$ cat src/include/priv_config.svh
`ifndef PRIV_CONFIG_SVH
`define PRIV_CONFIG_SVH

// datapath widths
`define XLEN           32
`define CSR_ADDR_W     12
`define CAUSE_W        5

// machine-level csr addresses
`define CSR_MSTATUS    12'h300
`define CSR_MISA       12'h301
`define CSR_MIE        12'h304
`define CSR_MTVEC      12'h305
`define CSR_MSCRATCH   12'h340
`define CSR_MEPC       12'h341
`define CSR_MCAUSE     12'h342
`define CSR_MTVAL      12'h343
`define CSR_MIP        12'h344
`define CSR_MHARTID    12'hf14

// writable bits per register
`define MSTATUS_WMASK  32'h0000_0088
`define MIE_WMASK      32'h0000_0888
`define MIP_WMASK      32'h0000_0008
`define MEPC_WMASK     32'hffff_fffc
`define MCAUSE_WMASK   32'h8000_001f

// mstatus bit positions
`define MSTATUS_MIE    3
`define MSTATUS_MPIE   7

// rv32im with mxl = 1 on hart 0
`define MISA_VALUE     32'h4000_1100
`define HART_ID        32'h0000_0000
`define RESET_VECTOR   32'h0000_1000

// exception and interrupt codes
`define CAUSE_ILLEGAL  5'd2
`define CAUSE_ECALL_M  5'd11
`define IRQ_MSI        5'd3
`define IRQ_MTI        5'd7
`define IRQ_MEI        5'd11

`endif

$ cat src/verilog/priv_pkg.sv
package priv_pkg;

   ////////////////////////////////////////////////////////////////////////////
   // command port
   ////////////////////////////////////////////////////////////////////////////

   // operation requested by the caller on cmd_op
   typedef enum logic [2:0] {
      CMD_CSRRW     = 3'd0,
      CMD_CSRRS     = 3'd1,
      CMD_CSRRC     = 3'd2,
      CMD_ECALL     = 3'd3,
      CMD_EXCEPTION = 3'd4,
      CMD_MRET      = 3'd5
   } cmd_op_t;

   ////////////////////////////////////////////////////////////////////////////
   // controller to csr file
   ////////////////////////////////////////////////////////////////////////////

   // kind of csr access, none means no write this cycle
   typedef enum logic [1:0] {
      CSR_NONE  = 2'd0,
      CSR_WRITE = 2'd1,
      CSR_SET   = 2'd2,
      CSR_CLEAR = 2'd3
   } csr_op_t;

   // handshake fsm
   typedef enum logic [1:0] {
      ST_IDLE    = 2'd0,
      ST_EXEC    = 2'd1,
      ST_RESPOND = 2'd2
   } ctrl_state_t;

endpackage

$ cat src/verilog/csr_if.sv
`timescale 1ns/1ps
`include "priv_config.svh"

interface csr_if import priv_pkg::*; ();

   // csr access
   logic [`CSR_ADDR_W-1:0] addr;
   csr_op_t                op;
   logic [`XLEN-1:0]       wdata;
   logic [`XLEN-1:0]       rdata;
   logic                   addr_valid;

   // trap entry and return
   logic                   trap_take;
   logic                   trap_irq;
   logic [`CAUSE_W-1:0]    trap_code;
   logic [`XLEN-1:0]       trap_epc;
   logic [`XLEN-1:0]       trap_tval;
   logic                   mret_take;
   logic [`XLEN-1:0]       trap_pc;

   // highest enabled pending interrupt
   logic                   irq_pending;
   logic [`CAUSE_W-1:0]    irq_code;

   modport ctrl (
      output addr, op, wdata, trap_take, trap_irq, trap_code, trap_epc, trap_tval, mret_take,
      input  rdata, addr_valid, irq_pending, irq_code, trap_pc
   );

   modport csrs (
      input  addr, op, wdata, trap_take, trap_irq, trap_code, trap_epc, trap_tval, mret_take,
      output rdata, addr_valid, irq_pending, irq_code, trap_pc
   );

endinterface

$ cat src/verilog/csr_file.sv
`timescale 1ns/1ps
`include "priv_config.svh"

module csr_file import priv_pkg::*; (
   input  logic clk,
   input  logic rstn,
   input  logic timer_intr,
   input  logic ext_intr,
   csr_if.csrs  bus
);

   logic [`XLEN-1:0] mstatus;
   logic [`XLEN-1:0] mie;
   logic [`XLEN-1:0] mip_sw;
   logic [`XLEN-1:0] mtvec;
   logic [`XLEN-1:0] mscratch;
   logic [`XLEN-1:0] mepc;
   logic [`XLEN-1:0] mcause;
   logic [`XLEN-1:0] mtval;

   logic [`XLEN-1:0] mip_rd;
   logic [`XLEN-1:0] wr_val;
   logic [`XLEN-1:0] pend;
   logic [`XLEN-1:0] tvec_base;

   function automatic logic [`XLEN-1:0] merge(input logic [`XLEN-1:0] old_val,
                                              input logic [`XLEN-1:0] new_val,
                                              input logic [`XLEN-1:0] mask);
      return (old_val & ~mask) | (new_val & mask);
   endfunction

   // software bit is stored, timer and external come straight from the pins
   assign mip_rd = mip_sw
                 | (`XLEN'(ext_intr) << `IRQ_MEI)
                 | (`XLEN'(timer_intr) << `IRQ_MTI);

   ////////////////////////////////////////////////////////////////////////////
   // read side
   ////////////////////////////////////////////////////////////////////////////

   always_comb begin
      bus.addr_valid = 1'b1;
      case (bus.addr)
         `CSR_MSTATUS:  bus.rdata = mstatus;
         `CSR_MISA:     bus.rdata = `MISA_VALUE;
         `CSR_MIE:      bus.rdata = mie;
         `CSR_MTVEC:    bus.rdata = mtvec;
         `CSR_MSCRATCH: bus.rdata = mscratch;
         `CSR_MEPC:     bus.rdata = mepc;
         `CSR_MCAUSE:   bus.rdata = mcause;
         `CSR_MTVAL:    bus.rdata = mtval;
         `CSR_MIP:      bus.rdata = mip_rd;
         `CSR_MHARTID:  bus.rdata = `HART_ID;
         default: begin
            bus.rdata      = '0;
            bus.addr_valid = 1'b0;
         end
      endcase
   end

   // new value before the per-register mask
   always_comb begin
      case (bus.op)
         CSR_WRITE: wr_val = bus.wdata;
         CSR_SET:   wr_val = bus.rdata | bus.wdata;
         CSR_CLEAR: wr_val = bus.rdata & ~bus.wdata;
         default:   wr_val = bus.rdata;
      endcase
   end

   ////////////////////////////////////////////////////////////////////////////
   // register updates
   ////////////////////////////////////////////////////////////////////////////

   always_ff @(posedge clk) begin
      if (rstn) begin
         mstatus  <= '0;
         mie      <= '0;
         mip_sw   <= '0;
         mtvec    <= '0;
         mscratch <= '0;
         mepc     <= '0;
         mcause   <= '0;
         mtval    <= '0;
      end else if (bus.trap_take) begin
         mepc                   <= bus.trap_epc;
         mcause                 <= {bus.trap_irq, {(`XLEN-1-`CAUSE_W){1'b0}}, bus.trap_code};
         mtval                  <= bus.trap_tval;
         mstatus[`MSTATUS_MPIE] <= mstatus[`MSTATUS_MIE];
         mstatus[`MSTATUS_MIE]  <= 1'b0;
      end else if (bus.mret_take) begin
         mstatus[`MSTATUS_MIE]  <= mstatus[`MSTATUS_MPIE];
         mstatus[`MSTATUS_MPIE] <= 1'b1;
      end else if (bus.op != CSR_NONE) begin
         case (bus.addr)
            `CSR_MSTATUS:  mstatus  <= merge(mstatus, wr_val, `MSTATUS_WMASK);
            `CSR_MIE:      mie      <= merge(mie, wr_val, `MIE_WMASK);
            `CSR_MIP:      mip_sw   <= merge(mip_sw, wr_val, `MIP_WMASK);
            `CSR_MSCRATCH: mscratch <= wr_val;
            `CSR_MEPC:     mepc     <= merge(mepc, wr_val, `MEPC_WMASK);
            `CSR_MCAUSE:   mcause   <= merge(mcause, wr_val, `MCAUSE_WMASK);
            `CSR_MTVAL:    mtval    <= wr_val;
            `CSR_MTVEC: begin
               // only direct and vectored modes exist
               if (wr_val[1:0] < 2'd2) begin
                  mtvec <= wr_val;
               end
            end
            // misa and mhartid are read-only
            default: ;
         endcase
      end
   end

   ////////////////////////////////////////////////////////////////////////////
   // interrupt selection and trap target
   ////////////////////////////////////////////////////////////////////////////

   assign pend = mip_rd & mie & {`XLEN{mstatus[`MSTATUS_MIE]}};

   // fixed priority mei > msi > mti
   always_comb begin
      bus.irq_pending = 1'b1;
      if (pend[`IRQ_MEI]) begin
         bus.irq_code = `IRQ_MEI;
      end else if (pend[`IRQ_MSI]) begin
         bus.irq_code = `IRQ_MSI;
      end else if (pend[`IRQ_MTI]) begin
         bus.irq_code = `IRQ_MTI;
      end else begin
         bus.irq_code    = '0;
         bus.irq_pending = 1'b0;
      end
   end

   assign tvec_base = {mtvec[`XLEN-1:2], 2'b00};

   always_comb begin
      if (bus.mret_take) begin
         bus.trap_pc = mepc;
      end else if (bus.trap_irq && mtvec[0]) begin
         // vectored mode, one word per cause
         bus.trap_pc = tvec_base + ({{(`XLEN-`CAUSE_W){1'b0}}, bus.trap_code} << 2);
      end else begin
         bus.trap_pc = tvec_base;
      end
   end

   // the controller never mixes trap entry with a csr access
   a_trap_no_write: assert property (@(posedge clk) disable iff (rstn)
      bus.trap_take |-> bus.op == CSR_NONE);

endmodule

$ cat src/verilog/trap_ctrl.sv
`timescale 1ns/1ps
`include "priv_config.svh"

module trap_ctrl import priv_pkg::*; (
   input  logic                   clk,
   input  logic                   rstn,
   input  logic                   cmd_req,
   input  cmd_op_t                cmd_op,
   input  logic [`CSR_ADDR_W-1:0] cmd_addr,
   input  logic [`XLEN-1:0]       cmd_wdata,
   input  logic [`XLEN-1:0]       cmd_pc,
   input  logic [`CAUSE_W-1:0]    cmd_cause,
   input  logic [`XLEN-1:0]       cmd_tval,
   output logic                   cmd_ack,
   output logic [`XLEN-1:0]       rsp_rdata,
   output logic                   rsp_redirect,
   output logic [`XLEN-1:0]       rsp_pc,
   csr_if.ctrl                    bus
);

   ctrl_state_t state;

   // captured command
   cmd_op_t                op_q;
   logic [`CSR_ADDR_W-1:0] addr_q;
   logic [`XLEN-1:0]       wdata_q;
   logic [`XLEN-1:0]       pc_q;
   logic [`CAUSE_W-1:0]    cause_q;
   logic [`XLEN-1:0]       tval_q;
   logic                   irq_q;
   logic [`CAUSE_W-1:0]    irq_code_q;

   logic exec;
   logic is_csr_cmd;
   logic act_irq;
   logic act_illegal;
   logic act_csr;
   logic act_ecall;
   logic act_exc;
   logic act_mret;

   ////////////////////////////////////////////////////////////////////////////
   // action select in exec
   ////////////////////////////////////////////////////////////////////////////

   assign exec       = (state == ST_EXEC);
   assign is_csr_cmd = (op_q == CMD_CSRRW) || (op_q == CMD_CSRRS) || (op_q == CMD_CSRRC);

   // a pending interrupt wins over whatever was issued
   assign act_irq   = exec && irq_q;
   assign act_csr   = exec && !irq_q && is_csr_cmd && bus.addr_valid;
   assign act_ecall = exec && !irq_q && (op_q == CMD_ECALL);
   assign act_exc   = exec && !irq_q && (op_q == CMD_EXCEPTION);
   assign act_mret  = exec && !irq_q && (op_q == CMD_MRET);

   // bad csr address or unknown op code
   assign act_illegal = exec && !irq_q && !act_csr && !act_ecall && !act_exc && !act_mret;

   assign bus.addr  = addr_q;
   assign bus.wdata = wdata_q;

   always_comb begin
      bus.op = CSR_NONE;
      if (act_csr) begin
         case (op_q)
            CMD_CSRRS: bus.op = CSR_SET;
            CMD_CSRRC: bus.op = CSR_CLEAR;
            default:   bus.op = CSR_WRITE;
         endcase
      end
   end

   assign bus.trap_take = act_irq || act_illegal || act_ecall || act_exc;
   assign bus.trap_irq  = act_irq;
   assign bus.trap_epc  = pc_q;
   assign bus.mret_take = act_mret;

   always_comb begin
      if (act_irq) begin
         bus.trap_code = irq_code_q;
      end else if (act_ecall) begin
         bus.trap_code = `CAUSE_ECALL_M;
      end else if (act_exc) begin
         bus.trap_code = cause_q;
      end else begin
         bus.trap_code = `CAUSE_ILLEGAL;
      end
   end

   assign bus.trap_tval = (act_irq || act_ecall) ? '0 : tval_q;

   ////////////////////////////////////////////////////////////////////////////
   // handshake fsm
   ////////////////////////////////////////////////////////////////////////////

   always_ff @(posedge clk) begin
      if (rstn) begin
         state        <= ST_IDLE;
         cmd_ack      <= 1'b0;
         rsp_redirect <= 1'b0;
         rsp_pc       <= `RESET_VECTOR;
      end else begin
         case (state)
            ST_IDLE: begin
               if (cmd_req) begin
                  state <= ST_EXEC;
               end
            end
            ST_EXEC: begin
               state        <= ST_RESPOND;
               cmd_ack      <= 1'b1;
               rsp_redirect <= bus.trap_take || bus.mret_take;
               // without a redirect the caller moves to the next instruction
               rsp_pc       <= (bus.trap_take || bus.mret_take) ? bus.trap_pc : pc_q + `XLEN'(4);
            end
            ST_RESPOND: begin
               if (!cmd_req) begin
                  state   <= ST_IDLE;
                  cmd_ack <= 1'b0;
               end
            end
            default: state <= ST_IDLE;
         endcase
      end
   end

   // interrupts are sampled only when a command is accepted
   always_ff @(posedge clk) begin
      if (state == ST_IDLE && cmd_req) begin
         op_q       <= cmd_op;
         addr_q     <= cmd_addr;
         wdata_q    <= cmd_wdata;
         pc_q       <= cmd_pc;
         cause_q    <= cmd_cause;
         tval_q     <= cmd_tval;
         irq_q      <= bus.irq_pending;
         irq_code_q <= bus.irq_code;
      end
      if (exec) begin
         rsp_rdata <= act_csr ? bus.rdata : '0;
      end
   end

   // ack only answers a request still held at the exec edge
   a_ack_needs_req: assert property (@(posedge clk) disable iff (rstn)
      $rose(cmd_ack) |-> $past(cmd_req));

   a_trap_or_mret: assert property (@(posedge clk) disable iff (rstn)
      !(bus.trap_take && bus.mret_take));

endmodule

$ cat src/verilog/priv_unit.sv
`timescale 1ns/1ps
`include "priv_config.svh"

module priv_unit import priv_pkg::*; (
   input  logic                   clk,
   input  logic                   rstn,
   // command port
   input  logic                   cmd_req,
   input  cmd_op_t                cmd_op,
   input  logic [`CSR_ADDR_W-1:0] cmd_addr,
   input  logic [`XLEN-1:0]       cmd_wdata,
   input  logic [`XLEN-1:0]       cmd_pc,
   input  logic [`CAUSE_W-1:0]    cmd_cause,
   input  logic [`XLEN-1:0]       cmd_tval,
   output logic                   cmd_ack,
   output logic [`XLEN-1:0]       rsp_rdata,
   output logic                   rsp_redirect,
   output logic [`XLEN-1:0]       rsp_pc,
   // interrupt lines, level sensitive
   input  logic                   timer_intr,
   input  logic                   ext_intr
);

   csr_if bus ();

   trap_ctrl u_trap_ctrl (
      .clk          (clk),
      .rstn         (rstn),
      .cmd_req      (cmd_req),
      .cmd_op       (cmd_op),
      .cmd_addr     (cmd_addr),
      .cmd_wdata    (cmd_wdata),
      .cmd_pc       (cmd_pc),
      .cmd_cause    (cmd_cause),
      .cmd_tval     (cmd_tval),
      .cmd_ack      (cmd_ack),
      .rsp_rdata    (rsp_rdata),
      .rsp_redirect (rsp_redirect),
      .rsp_pc       (rsp_pc),
      .bus          (bus.ctrl)
   );

   csr_file u_csr_file (
      .clk        (clk),
      .rstn       (rstn),
      .timer_intr (timer_intr),
      .ext_intr   (ext_intr),
      .bus        (bus.csrs)
   );

endmodule

$ cat config.mk
export PLATFORM = sky130hd
export DESIGN_NAME = priv_unit
export DESIGN_NICKNAME = d
export VERILOG_FILES = /design/src/verilog/priv_pkg.sv /design/src/verilog/csr_if.sv /design/src/verilog/csr_file.sv /design/src/verilog/trap_ctrl.sv /design/src/verilog/priv_unit.sv
export VERILOG_INCLUDE_DIRS = /design/src /design/src/include
export SDC_FILE = /design/constraint.sdc
export NUM_CORES = 1
export LEC_CHECK = 0
export ABC_AREA = 0
export ABC_CLOCK_PERIOD_IN_PS = 15100
export BUFFER_PORTS_ARGS = -buffer_cell sky130_fd_sc_hd__buf_4
export CAP_MARGIN = 20
export CORE_MARGIN = 2
export CORE_UTILIZATION = 50
export CTS_CLUSTER_SIZE = 28
export DETAILED_ROUTE_END_ITERATION = 16
export GPL_TIMING_DRIVEN = 0
export PLACE_DENSITY = 0.7
export SLEW_MARGIN = 25
export SYNTH_ARGS = -nofsm -noshare
export SYNTH_HDL_FRONTEND = slang
export SYNTH_SLANG_ARGS = --single-unit
$ cat constraint.sdc
create_clock -name clk -period 15.1 [get_ports clk]
set_input_delay 2.265 -clock clk [delete_from_list [all_inputs] [get_ports clk]]
set_output_delay 2.265 -clock clk [all_outputs]
set_load 0.03 [all_outputs]
==> PnR_summary.wiki, run 1 <==
{| class="wikitable"
! Metric !! Value
|-
| Number of buffers between clock root and the deepest sink || 3
|-
| Drt drc || 0
|-
| Rows || 63
|-
| Leakage power total || 6.50 nW
|-
| Finished Core Util || 62.1%
|-
| Weighted congestion reported at the end of routability-driven placement || 0.969
|-
| Cell accounting for the most synthesized area || edfxtp_1
|-
| Library cell appearing most often on the critical path || clkbuf_1
|-
| Share of flip-flops with an asynchronous set or reset after synthesis || 0%
|-
| Biggest area contributors in the synthesized netlist || edfxtp_1 30%, dfxtp_1 23%, nor2_1 4.7%, a221o_1 3.0%, a21oi_1 2.8%
|-
| Per-instance average area after synthesis || 10.5 um^2
|-
| Critical register-to-register path endpoint || u_trap_ctrl.rsp_pc[18]
|-
| Data required time at the worst endpoint || 15.52 ns
|-
| Number of sinks handled by clock tree synthesis || 327
|-
| Outcome || completed
|-
| Worst setup SP type || flip-flop
|-
| Cell depth of the worst hold path || 2
|-
| Std-Cell Core Area || 29800 um^2
|-
| # nets final || 1822
|-
| TritonCTS clock tree || done
|-
| Initial Utilization || 51.1%
|-
| Initial antenna violation count || 0
|-
| Bufs and invs on worst path || 4
|-
| Maximum net fanout on the critical path || 10
|-
| Worst hold start || u_csr_file.mtval[23]
|-
| Total CTS buffers || 36
|-
| Overall power || 2.11 mW
|-
| Total Die Area || 31900 um^2
|-
| Level count of the clock H-tree || 2
|-
| Final critical-path required period || 4.85 ns
|-
| Least-Margin Pin Slew || 0.977 ns
|-
| # Max-Cap Violations || 0
|-
| Congestion Overflow GR || 0
|-
| Critical-path cell list || clkbuf_1 > clkbuf_1 > nor3b_1 > nand2_1 > a21oi_1 > ha_1 > inv_1 > fa_1 > nor2b_1 > o31a_1 > or2_2 > clkbuf_1 > nand3_1 > xor2_1 > o221ai_1 > o211a_1
|-
| Endpoints failing hold || 0
|-
| Register bit total from synthesis || 327
|-
| Total global-route track usage || 33.1%
|-
| R2r worst-path depth || 16
|-
| Beginning of the worst register-to-register path || u_trap_ctrl.op_q[2]
|-
| Cell Area, Synth || 15200 um^2
|-
| Post-route ant nets || 0
|-
| Final period utilization || 32.1%
|-
| Net Count, Synth || 1584
|-
| Maximum number of pins on one net before global-route repair || 42
|-
| Clock transition at the register clock pins on the worst setup and hold paths after CTS || 0.06 ns
|-
| Seq. cell area || 8060 um^2
|-
| Cell area power density || 114 nW/um^2
|-
| Top Ports || 187
|-
| Synth warn || 0
|-
| Via count of the first global-routing pass || 12789
|-
| Most frequent standard cell in the layout excluding fill and tap cells || buf_4
|-
| Relative slew slack || 33.9%
|-
| Post-CTS Setup Bufs || 0
|-
| Peak supply drop || 0.0977 mV
|-
| Root buffer selected by CTS || clkbuf_16
|-
| Footprint of the multi-input gates || 6620 um^2
|-
| Routed via count divided by cell count || 6.41
|-
| Drt initial violations || 1716
|-
| Filler Cell Count || 2454
|-
| Area growth syn-to-layout || 21.4%
|-
| I/O Buffers || 186
|-
| Drt first pass iters || 5
|-
| Synthesized instance count || 1456
|-
| Chip width || 179 um
|-
| Reg2reg setup slack || 10.25 ns
|-
| Detailed Route WL || 53200 um
|-
| Estimated wirelength of the detail-placed design || 39800 um
|-
| Number of vias after detailed routing || 13526
|-
| Prevailing post-synth register cell || dfxtp_1
|-
| Final setup violating endpoints || 0
|-
| Post-synth cell types || 81
|-
| Count of flip-flops with a built-in enable after synthesis || 151
|-
| Die height || 179 um
|-
| Commonest cells after routing, fill and taps aside || 197 x buf_4, 189 x nor2_1, 176 x dfxtp_1, 151 x edfxtp_1, 102 x nand2_1
|-
| Clock tree skew after final layout || 0.0260 ns
|-
| Cell family with most CP delay || buffers and inverters
|-
| Biggest cell delay along the critical path || 0.59 ns
|-
| Final worst hold slack || 0.458 ns
|-
| Signal arrival time at the worst endpoint || 5.27 ns
|-
| Layout cells sized above 1 || 19.5%
|-
| Sequential fraction of the synthesis area || 52.9%
|-
| Later-pin clock latency in the skew report || 0.55 ns
|-
| Wire length of the first global-routing pass || 78900 um
|-
| Count of antenna diodes in the layout || 0
|-
| Post_cts resized || 0
|-
| Crit. End Element || flip-flop
|-
| Fmax || 0.206 GHz
|-
| Path type of the worst setup path || reg2reg
|-
| Area share of the largest cell type after synthesis || 29.8%
|-
| Library cell contributing the largest single delay on the critical path || clkbuf_1
|-
| Setup repair after global routing missed its margin || no
|-
| Number of max-slew violations in the final report || 0
|-
| Detail-routed net length per standard cell || 25.2 um
|-
| Min-delay worst type || reg2reg
|-
| Number of buffers added to fix hold violations after cts || 0
|-
| Destination of the worst hold path || u_csr_file.mtval[23]
|}
## cells in the mapped netlist (8+ instances only)
cell	instances
a211oi_2	30
nand2_1	102
and3_1	29
and2_1	30
nand2b_1	8
a311o_1	22
buf_1	8
a221o_1	46
a222oi_1	22
a311oi_1	10
xnor2_1	41
clkbuf_1	93
nor3_1	17
dfxtp_1	176
a32o_1	22
nor2_1	189
nand4_1	17
xor2_1	16
a21oi_1	84
inv_1	11
a211oi_1	43
nand3_1	30
o21ai_0	36
a221oi_1	28
a22oi_1	40
edfxtp_1	151
buf_2	22
## final cells by class
class / count / area share, %
Tap cell: 390 / 2.64
Buffer: 127 / 2.91
Inverter: 11 / 0.223
Clock inverter: 19 / 1.52
Timing Repair Buffer: 200 / 8.14
Clock buffer: 46 / 5.24
Sequential cell: 327 / 43.5
Multi-Input combinational cell: 991 / 35.8
## cell families after synthesis
| logic type | synth area share, % |
|---|---|
| DFF | 52.9 |
| muxes | 1.13 |
| AOI/OAI and AO/OA | 23.4 |
| xor gates and xnor gates | 3.28 |
| adders and majority gates | 0.624 |
| and+or+nand+nor | 14.9 |
| buffers and inverters | 3.78 |
## state kept, by name, summed over array words and instances (netlist names), 5 cells and up
register	cells
u_trap_ctrl.cause_q	5
u_csr_file.mscratch	32
u_trap_ctrl.rsp_pc	32
u_trap_ctrl.tval_q	32
u_csr_file.mtval	32
u_trap_ctrl.bus.addr	12
u_trap_ctrl.bus.trap_epc	32
u_trap_ctrl.bus.wdata	32
u_csr_file.mtvec	32
u_csr_file.mcause	6
u_trap_ctrl.rsp_rdata	32
u_csr_file.mepc	32
## stage by stage
stage | instance area (um^2) | cells | setup TNS (ns) | setup slack, ns
final | 18500 | 2111 | 0 | 10.25
after global routing | 18500 | 2111 | 0 | 9.95
after CTS | 18500 | 2111 | 0 | 10.44
after detailed placement | 17300 | 2046 | 0 | 10.45
after global placement | 17100 | 2032 | -8.64 | -0.0913
after floorplan | 15200 | 1456 | 0 | 3.52
## power breakdown
group / internal (mW) / total [mW] / leakage [nW] / switching [mW]
clock: 0.562 / 0.935 / 0.603 / 0.373
sequential: 0.972 / 1.01 / 2.88 / 0.0350
combinational: 0.0632 / 0.166 / 3.01 / 0.103
## worst max path at each step
stage	startpoint	cells after the start	endpoint
6_report	u_trap_ctrl.op_q[2]	16	u_trap_ctrl.rsp_pc[18]
5_1_grt	u_trap_ctrl.op_q[2]	16	u_trap_ctrl.rsp_pc[12]
4_1_cts	u_trap_ctrl.op_q[2]	16	u_trap_ctrl.rsp_pc[16]
3_5_place_dp	u_trap_ctrl.op_q[2]	16	u_trap_ctrl.rsp_pc[16]
3_3_place_gp	cmd_req	2	u_trap_ctrl.tval_q[21]
2_1_floorplan	cmd_req	1	u_trap_ctrl.bus.addr[0]
## metal layers
metal	global-route usage (%)	part of all wire (%)	vias to the layer above
met3	5.75	9.7	105
met5	0	0	-
met2	48.1	42	810
met1	50.1	46	6519
li1	-	-	6092
met4	10.1	2.9	0
## worst reg2reg max path: stages, from the launching register on
cell and delay, ns:
edfxtp_1 0.32, clkbuf_1 0.46, clkbuf_1 0.59, nor3b_1 0.54, nand2_1 0.11, a21oi_1 0.41, ha_1 0.29, inv_1 0.07
fa_1 0.41, nor2b_1 0.17, o31a_1 0.25, or2_2 0.15, clkbuf_1 0.28, nand3_1 0.14, xor2_1 0.20, o221ai_1 0.16
o211a_1 0.18
No activity file was read; power rests on OpenSTA's default activity.
==> run 2, diff against run 1 <==
ABC_AREA = 1   (was 0)
ABC_CLOCK_PERIOD_IN_PS = 4800   (was 15100)
clock period = 4.8 ns   (was 15.1 ns; I/O delays follow)
==> run 2 against run 1 <==
Effect of this change: wire length rose by 29%; cell count rose by 36%; die area rose by 7.6%; setup slack got worse by 9.9 ns; clock skew fell by 0.0012 ns; hold slack got worse by 0.13 ns; maximum frequency rose by 10%; critical endpoint is now u_trap_ctrl.rsp_pc[28]; largest power group unchanged.
==> PnR_summary.wiki, run 2 <==
{| class="wikitable"
! Metric !! Value
|-
| TritonCTS clock tree || done
|-
| Register bit total from synthesis || 327 (unchanged)
|-
| Net Count, Synth || 2300 (+45%)
|-
| Most crowded layer after global routing || met2
|-
| Synth warn || 0 (unchanged)
|-
| Maximum net fanout on the critical path || 8 (-2)
|-
| Estimated wirelength of the detail-placed design || 52500 um (+32%)
|-
| Power dissipated by switching net loads || 1.76 mW (+250%)
|-
| Setup repair after global routing missed its margin || no
|-
| Data required time at the worst endpoint || 5.25 ns (-10.27 ns)
|-
| Layout cells sized above 1 || 13.2% (-6.3 points)
|-
| Number of buffers between clock root and the deepest sink || 3 (unchanged)
|-
| Count leader, synth || nand2_1
|-
| Clock tree skew after final layout || 0.0248 ns (-0.00119 ns)
|-
| Post-synth cell types || 46 (-43%)
|-
| Std-Cell Core Area || 32500 um^2 (+8.9%)
|-
| Top Ports || 187 (unchanged)
|-
| Cell accounting for the most synthesized area || edfxtp_1
|-
| Maximum number of pins on one net before global-route repair || 31 (-26%)
|-
| Final setup violating endpoints || 0 (unchanged)
|-
| Cell Area, Synth || 16400 um^2 (+7.7%)
|-
| Endpoints failing hold || 0 (unchanged)
|-
| Finished Core Util || 61.0% (-1.1 points)
|-
| Initial Utilization || 50.6% (-0.55 points)
|-
| Initial antenna violation count || 2 (+2)
|-
| Share of flip-flops with an asynchronous set or reset after synthesis || 0% (unchanged)
|-
| Synthesized instance count || 2172 (+49%)
|-
| Per-instance average area after synthesis || 7.56 um^2 (-28%)
|-
| Level count of the clock H-tree || 2 (unchanged)
|-
| Clock power share || 44.5% (about the same)
|-
| Root buffer selected by CTS || clkbuf_16
|-
| Post-CTS Setup Bufs || 0 (unchanged)
|-
| Global Route met1 Usage || 50.3% (+0.25 points)
|-
| Placed instance count || 2807 (+37%)
|-
| I/O Buffers || 185 (-0.54%)
|-
| Path type of the worst setup path || reg2reg
|-
| Number of vias after detailed routing || 16952 (+25%)
|-
| Rows || 66 (+4.8%)
|-
| Congestion Overflow GR || 0 (unchanged)
|-
| Detailed Route WL || 68700 um (+29%)
|-
| Via count of the first global-routing pass || 15838 (+24%)
|-
| Routed via count divided by cell count || 5.89 (-8.0%)
|-
| Sequential fraction of the synthesis area || 49.1% (-3.8 points)
|-
| Weighted congestion reported at the end of routability-driven placement || 1.03 (+6.2%)
|-
| Met3 track utilization from global routing || 8.42% (+2.7 points)
|-
| Cell area power density || 350 nW/um^2 (+210%)
|-
| Most frequent standard cell in the layout excluding fill and tap cells || nand2_1
|-
| Commonest cells after routing, fill and taps aside || 583 x nand2_1, 256 x nor2_1, 235 x inv_1, 185 x buf_4, 176 x dfxtp_1
|-
| Crit. End Element || flip-flop
|-
| Later-pin clock latency in the skew report || 0.57 ns (+0.02 ns)
|-
| Total Die Area || 34300 um^2 (+7.6%)
|-
| Min-delay worst type || in2reg
|-
| Final period utilization || 91.7% (+60 points)
|-
| Chip width || 185 um (+3.7%)
|-
| Cell-internal power || 5.17 mW (+220%)
|-
| Biggest area contributors in the synthesized netlist || edfxtp_1 28%, dfxtp_1 21%, nand2_1 13%, nor2_1 5.9%, inv_1 5.4%
|-
| Finished Layout Cells || 2876 (+36%)
|-
| Prevailing post-synth register cell || dfxtp_1
|-
| Count of antenna diodes in the layout || 0 (unchanged)
|-
| Combinational Power Share || 9.6% (+1.7 points)
|-
| Outcome || completed
|-
| Die height || 185 um (+3.7%)
|-
| Number of sinks handled by clock tree synthesis || 327 (unchanged)
|-
| Total global-route track usage || 39.8% (+6.7 points)
|-
| Leakage power total || 8.44 nW (+30%)
|-
| # Max-Cap Violations || 0 (unchanged)
|-
| Count of flip-flops with a built-in enable after synthesis || 151 (unchanged)
|-
| # nets final || 2533 (+39%)
|-
| Number of buffers added to fix hold violations after cts || 0 (unchanged)
|-
| Drt drc || 0 (unchanged)
|-
| Total CTS buffers || 38 (+5.6%)
|-
| Drt first pass iters || 6 (+1)
|-
| Worst setup SP type || flip-flop
|-
| Post-route ant nets || 0 (unchanged)
|-
| Clock transition at the register clock pins on the worst setup and hold paths after CTS || 0.06 ns (about the same)
|-
| Wire length of the first global-routing pass || 98400 um (+25%)
|-
| Top cells by instance count after synthesis || 583 x nand2_1, 256 x nor2_1, 235 x inv_1
|-
| Met2 layer usage reported by global route || 61.8% (+14 points)
|-
| Switching Share || 25.4% (+1.2 points)
|-
| Peak supply drop || 0.274 mV (+180%)
|-
| Drt initial violations || 2241 (+31%)
|-
| Least-Margin Pin Slew || 1.07 ns (+0.0929 ns)
|-
| Fmax || 0.227 GHz (+10%)
|-
| Detail-routed net length per standard cell || 23.9 um (-5.2%)
|-
| Power share of the sequential group || 45.9% (-1.9 points)
|-
| Final critical-path required period || 4.40 ns (-0.446 ns)
|-
| Signal arrival time at the worst endpoint || 4.85 ns (-0.42 ns)
|-
| Relative slew slack || 28.7% (-5.3 points)
|-
| Area share of the largest cell type after synthesis || 27.6% (-2.1 points)
|-
| Area growth syn-to-layout || 20.6%
|-
| Number of max-slew violations in the final report || 0 (unchanged)
|}
==> run 2: logic make-up after synthesis <==
| kind of cell | count (synthesis) | synth area share (%) |
|---|---|---|
| compound gates | 379 | 12.8 |
| fa+ha+maj | 7 | 0.579 |
| simple gates | 1082 | 27.6 |
| flops | 327 | 49.1 |
| xor+xnor | 32 | 1.71 |
| buf+inv | 345 | 8.23 |
==> run 2: worst paths after layout <==
kind	slack, ns	to	start	depth (start not counted)
max	0.40	u_trap_ctrl.rsp_pc[28]	u_trap_ctrl.state[0]	23
min reg2reg	0.46	u_csr_file.mtvec[1]	u_csr_file.mtvec[1]	2
max reg2reg	0.40	u_trap_ctrl.rsp_pc[28]	u_trap_ctrl.state[0]	23
min	0.33	u_trap_ctrl.bus.wdata[14]	cmd_wdata[14]	1
==> run 2: repair_timing <==
| action | CTS | global route |
|---|---|---|
| gates resized for setup | 0 | 1 |
| endpoints found under the hold margin | 0 | 0 |
| endpoints found under the setup margin | 0 | 3 |
==> run 2: worst max-delay path: stages (launching register included) <==
cell	delay, ns
dfxtp_1	0.43
nand2_2	0.22
nor2_2	0.31
inv_1	0.15
nor4_4	0.37
a21oi_1	0.18
inv_1	0.09
ha_1	0.17
inv_1	0.07
fa_1	0.40
inv_1	0.07
nand3_1	0.06
nand2_1	0.09
nand2_1	0.07
nand2_1	0.12
nand2_1	0.09
nor2_1	0.16
nand3_1	0.15
nor2_1	0.41
nand3_1	0.12
nand3_1	0.18
nand3_1	0.23
nand2_1	0.11
inv_1	0.04
==> run 2: area by class of cell <==
type / instances / area, um^2
Fill cell: 3013 / 12700
Clock buffer: 57 / 1150
Timing Repair Buffer: 193 / 1490
Sequential cell: 327 / 8060
Tap cell: 442 / 553
Clock inverter: 12 / 169
Buffer: 102 / 443
Inverter: 243 / 912
Multi-Input combinational cell: 1500 / 7030
==> run 2: power by group through the flow <==
stage | combinational (mW) | sequential, mW | clock [mW]
final | 0.666 | 3.18 | 3.09
after global routing | 0.711 | 3.19 | 3.18
after CTS | 0.653 | 3.18 | 3.09
after detailed placement | 0.650 | 3.23 | 0
after global placement | 0.621 | 3.24 | 0
after floorplan | 0.289 | 3.27 | 0
==> run 2: metal layers <==
metal | up-vias | routed length (um)
li1 | 7639 | -
met1 | 7949 | 26400
met2 | 1135 | 30400
met3 | 227 | 7270
met4 | 2 | 4720
met5 | - | 18
==> run 2: stage by stage <==
stage | hold WS [ns] | setup slack [ns] | cell area (um^2) | TNS [ns] | total power [mW]
floorplan | 0.417 | 0.765 | 16400 | 0 | 3.56
global placement | 0.426 | -0.410 | 18400 | -46.41 | 3.87
detailed placement | 0.436 | 0.309 | 18500 | 0 | 3.88
CTS | 0.313 | 0.289 | 19800 | 0 | 6.92
global route | 0.325 | 0.133 | 19800 | 0 | 7.08
finish | 0.325 | 0.399 | 19800 | 0 | 6.94
==> run 3, diff against run 2 <==
CORE_UTILIZATION = 40   (was 50)
PLACE_DENSITY = not set   (was 0.7)
PLACE_DENSITY_LB_ADDON = 0.25   (was not set)
==> run 3 against run 2 <==
Effect of this change: cell count grew 3.2%; clock skew fell by 0.0040 ns; first-iteration DRC count decreased by 22%; non-clock buffer count increased by 1; design area hardly changed; combinational power fell by 2%; critical path type unchanged.
==> PnR_summary.wiki, run 3 (synthesized netlist as in run 2, its figures left out) <==
{| class="wikitable"
! Metric !! Value
|-
| Outcome || completed
|-
| Area growth syn-to-layout || 20.7% (about the same)
|-
| Top Ports || 187 (unchanged)
|-
| Fmax || 0.228 GHz (+0.12%)
|-
| Number of sinks handled by clock tree synthesis || 327 (unchanged)
|-
| Post_cts resized || 0 (unchanged)
|-
| Least-Margin Pin Slew || 1.02 ns (-0.0539 ns)
|-
| Relative slew slack || 32.0% (+3.3 points)
|-
| Number of max-slew violations in the final report || 0 (unchanged)
|-
| Signal arrival time at the worst endpoint || 4.84 ns (about the same)
|-
| Std-Cell Core Area || 40600 um^2 (+25%)
|-
| Number of buffers between clock root and the deepest sink || 3 (unchanged)
|-
| Drt drc || 0 (unchanged)
|-
| Die height || 207 um (+12%)
|-
| Root buffer selected by CTS || clkbuf_16
|-
| Final worst hold slack || 0.322 ns (-0.00284 ns)
|-
| TritonCTS clock tree || done
|-
| Chip width || 207 um (+12%)
|-
| Worst setup slack after placement || 0.524 ns (+0.215 ns)
|-
| Weighted congestion reported at the end of routability-driven placement || 0.996 (-3.2%)
|-
| Maximum net fanout on the critical path || 8 (unchanged)
|-
| Finished Core Util || 48.7% (-12 points)
|-
| Count of antenna diodes in the layout || 0 (unchanged)
|-
| Number of vias after detailed routing || 16432 (-3.1%)
|-
| Leakage power total || 8.41 nW (-0.37%)
|-
| Detail-routed net length per standard cell || 23.3 um (-2.5%)
|-
| Peak supply drop || 0.234 mV (-15%)
|-
| Rows || 74 (+12%)
|-
| Drt initial violations || 1748 (-22%)
|-
| Maximum number of pins on one net before global-route repair || 25 (-19%)
|-
| Final critical-path required period || 4.40 ns (-0.00536 ns)
|-
| # Max-Cap Violations || 0 (unchanged)
|-
| Setup repair after global routing missed its margin || no
|-
| Initial antenna violation count || 2 (unchanged)
|-
| Final period utilization || 91.6% (-0.11 points)
|-
| Via count of the first global-routing pass || 15369 (-3.0%)
|-
| Total CTS buffers || 39 (+2.6%)
|-
| Clock transition at the register clock pins on the worst setup and hold paths after CTS || 0.06 ns (about the same)
|-
| Total Die Area || 42700 um^2 (+24%)
|-
| Wire length of the first global-routing pass || 98800 um (+0.44%)
|-
| Endpoints failing hold || 0 (unchanged)
|-
| Filler Cell Count || 4065 (+35%)
|-
| Initial Utilization || 40.4% (-10 points)
|-
| Worst setup SP type || flip-flop
|-
| Layout cells sized above 1 || 13.3% (+0.15 points)
|-
| Congestion Overflow GR || 0 (unchanged)
|-
| Crit. End Element || flip-flop
|-
| Cell area power density || 338 nW/um^2 (-3.6%)
|-
| Post-CTS Setup Bufs || 0 (unchanged)
|-
| Post-route ant nets || 0 (unchanged)
|-
| Data required time at the worst endpoint || 5.24 ns (about the same)
|-
| Detailed Route WL || 69200 um (+0.64%)
|-
| Drt first pass iters || 5 (-1)
|-
| Overall power || 6.69 mW (-3.6%)
|-
| Estimated wirelength of the detail-placed design || 53900 um (+2.7%)
|-
| I/O Buffers || 185 (unchanged)
|-
| Total global-route track usage || 32.1% (-7.7 points)
|-
| Path type of the worst setup path || reg2reg
|-
| Commonest cells after routing, fill and taps aside || 583 x nand2_1, 256 x nor2_1, 235 x inv_1, 185 x buf_4, 176 x dfxtp_1
|-
| Sum Neg Setup Slack || 0 ns (unchanged)
|-
| Later-pin clock latency in the skew report || 0.57 ns (about the same)
|-
| Final setup violating endpoints || 0 (unchanged)
|-
| Number of buffers added to fix hold violations after cts || 0 (unchanged)
|-
| Routed via count divided by cell count || 5.54 (-6.1%)
|-
| Least setup slack across all paths after layout || 0.405 ns (+0.00536 ns)
|-
| # nets final || 2535 (+0.079%)
|-
| Min-delay worst type || in2reg
|-
| Level count of the clock H-tree || 2 (unchanged)
|-
| Most frequent standard cell in the layout excluding fill and tap cells || nand2_1
|-
| Clock tree skew after final layout || 0.0208 ns (-0.00403 ns)
|}
-- run 3: worst paths after layout --
path / start / to / slack (ns) / cells after the start
worst max-delay path: u_trap_ctrl.state[0] / u_trap_ctrl.rsp_pc[24] / 0.40 / 23
worst min-delay path: cmd_wdata[14] / u_trap_ctrl.bus.wdata[14] / 0.32 / 1
worst max register to register: u_trap_ctrl.state[0] / u_trap_ctrl.rsp_pc[24] / 0.40 / 23
worst min register to register: u_csr_file.mtvec[1] / u_csr_file.mtvec[1] / 0.46 / 2
-- run 3: metal layers --
layer,part of all wire (%),track usage (%)
met1,41,41.8
met2,46,52.0
met3,7.6,4.60
met4,5.4,16.4
met5,0,0
-- run 3: area by class of cell --
cell class	count	area [um^2]	share of cell area (%)
Sequential cell	327	8060	40.7
Multi-Input combinational cell	1500	7020	35.4
Clock inverter	18	97.6	0.493
Inverter	243	912	4.60
Clock buffer	52	1110	5.59
Tap cell	532	666	3.36
Buffer	102	443	2.24
Timing Repair Buffer	194	1510	7.62
-- run 3: critical path: stages, from the launching register on --
cell     delay, ns
dfxtp_1       0.43
nand2_2       0.22
nor2_2        0.20
inv_1         0.10
nor4_2        0.45
a21oi_1       0.19
inv_1         0.10
ha_1          0.17
inv_1         0.06
fa_1          0.40
inv_1         0.07
nand3_1       0.06
nand2_1       0.11
nand2_1       0.08
nand2_1       0.14
nand2_1       0.10
nor2_1        0.16
nand3_1       0.13
nor2_1        0.45
nand3_1       0.17
nand3_1       0.12
nand2_1       0.07
nor2_1        0.24
nor2_1        0.07
-- run 3: where the power goes --
group | internal [mW] | switching, mW
clock network | 1.62 | 1.22
registers | 3.07 | 0.118
logic | 0.225 | 0.431
-- run 3: stage by stage --
step           cells  cell area [um^2]
4_1_cts         2968             19800
3_5_place_dp    2898             18600
5_1_grt         2968             19800
3_3_place_gp    2889             18500
2_1_floorplan   2172             16400
6_report        2968             19800
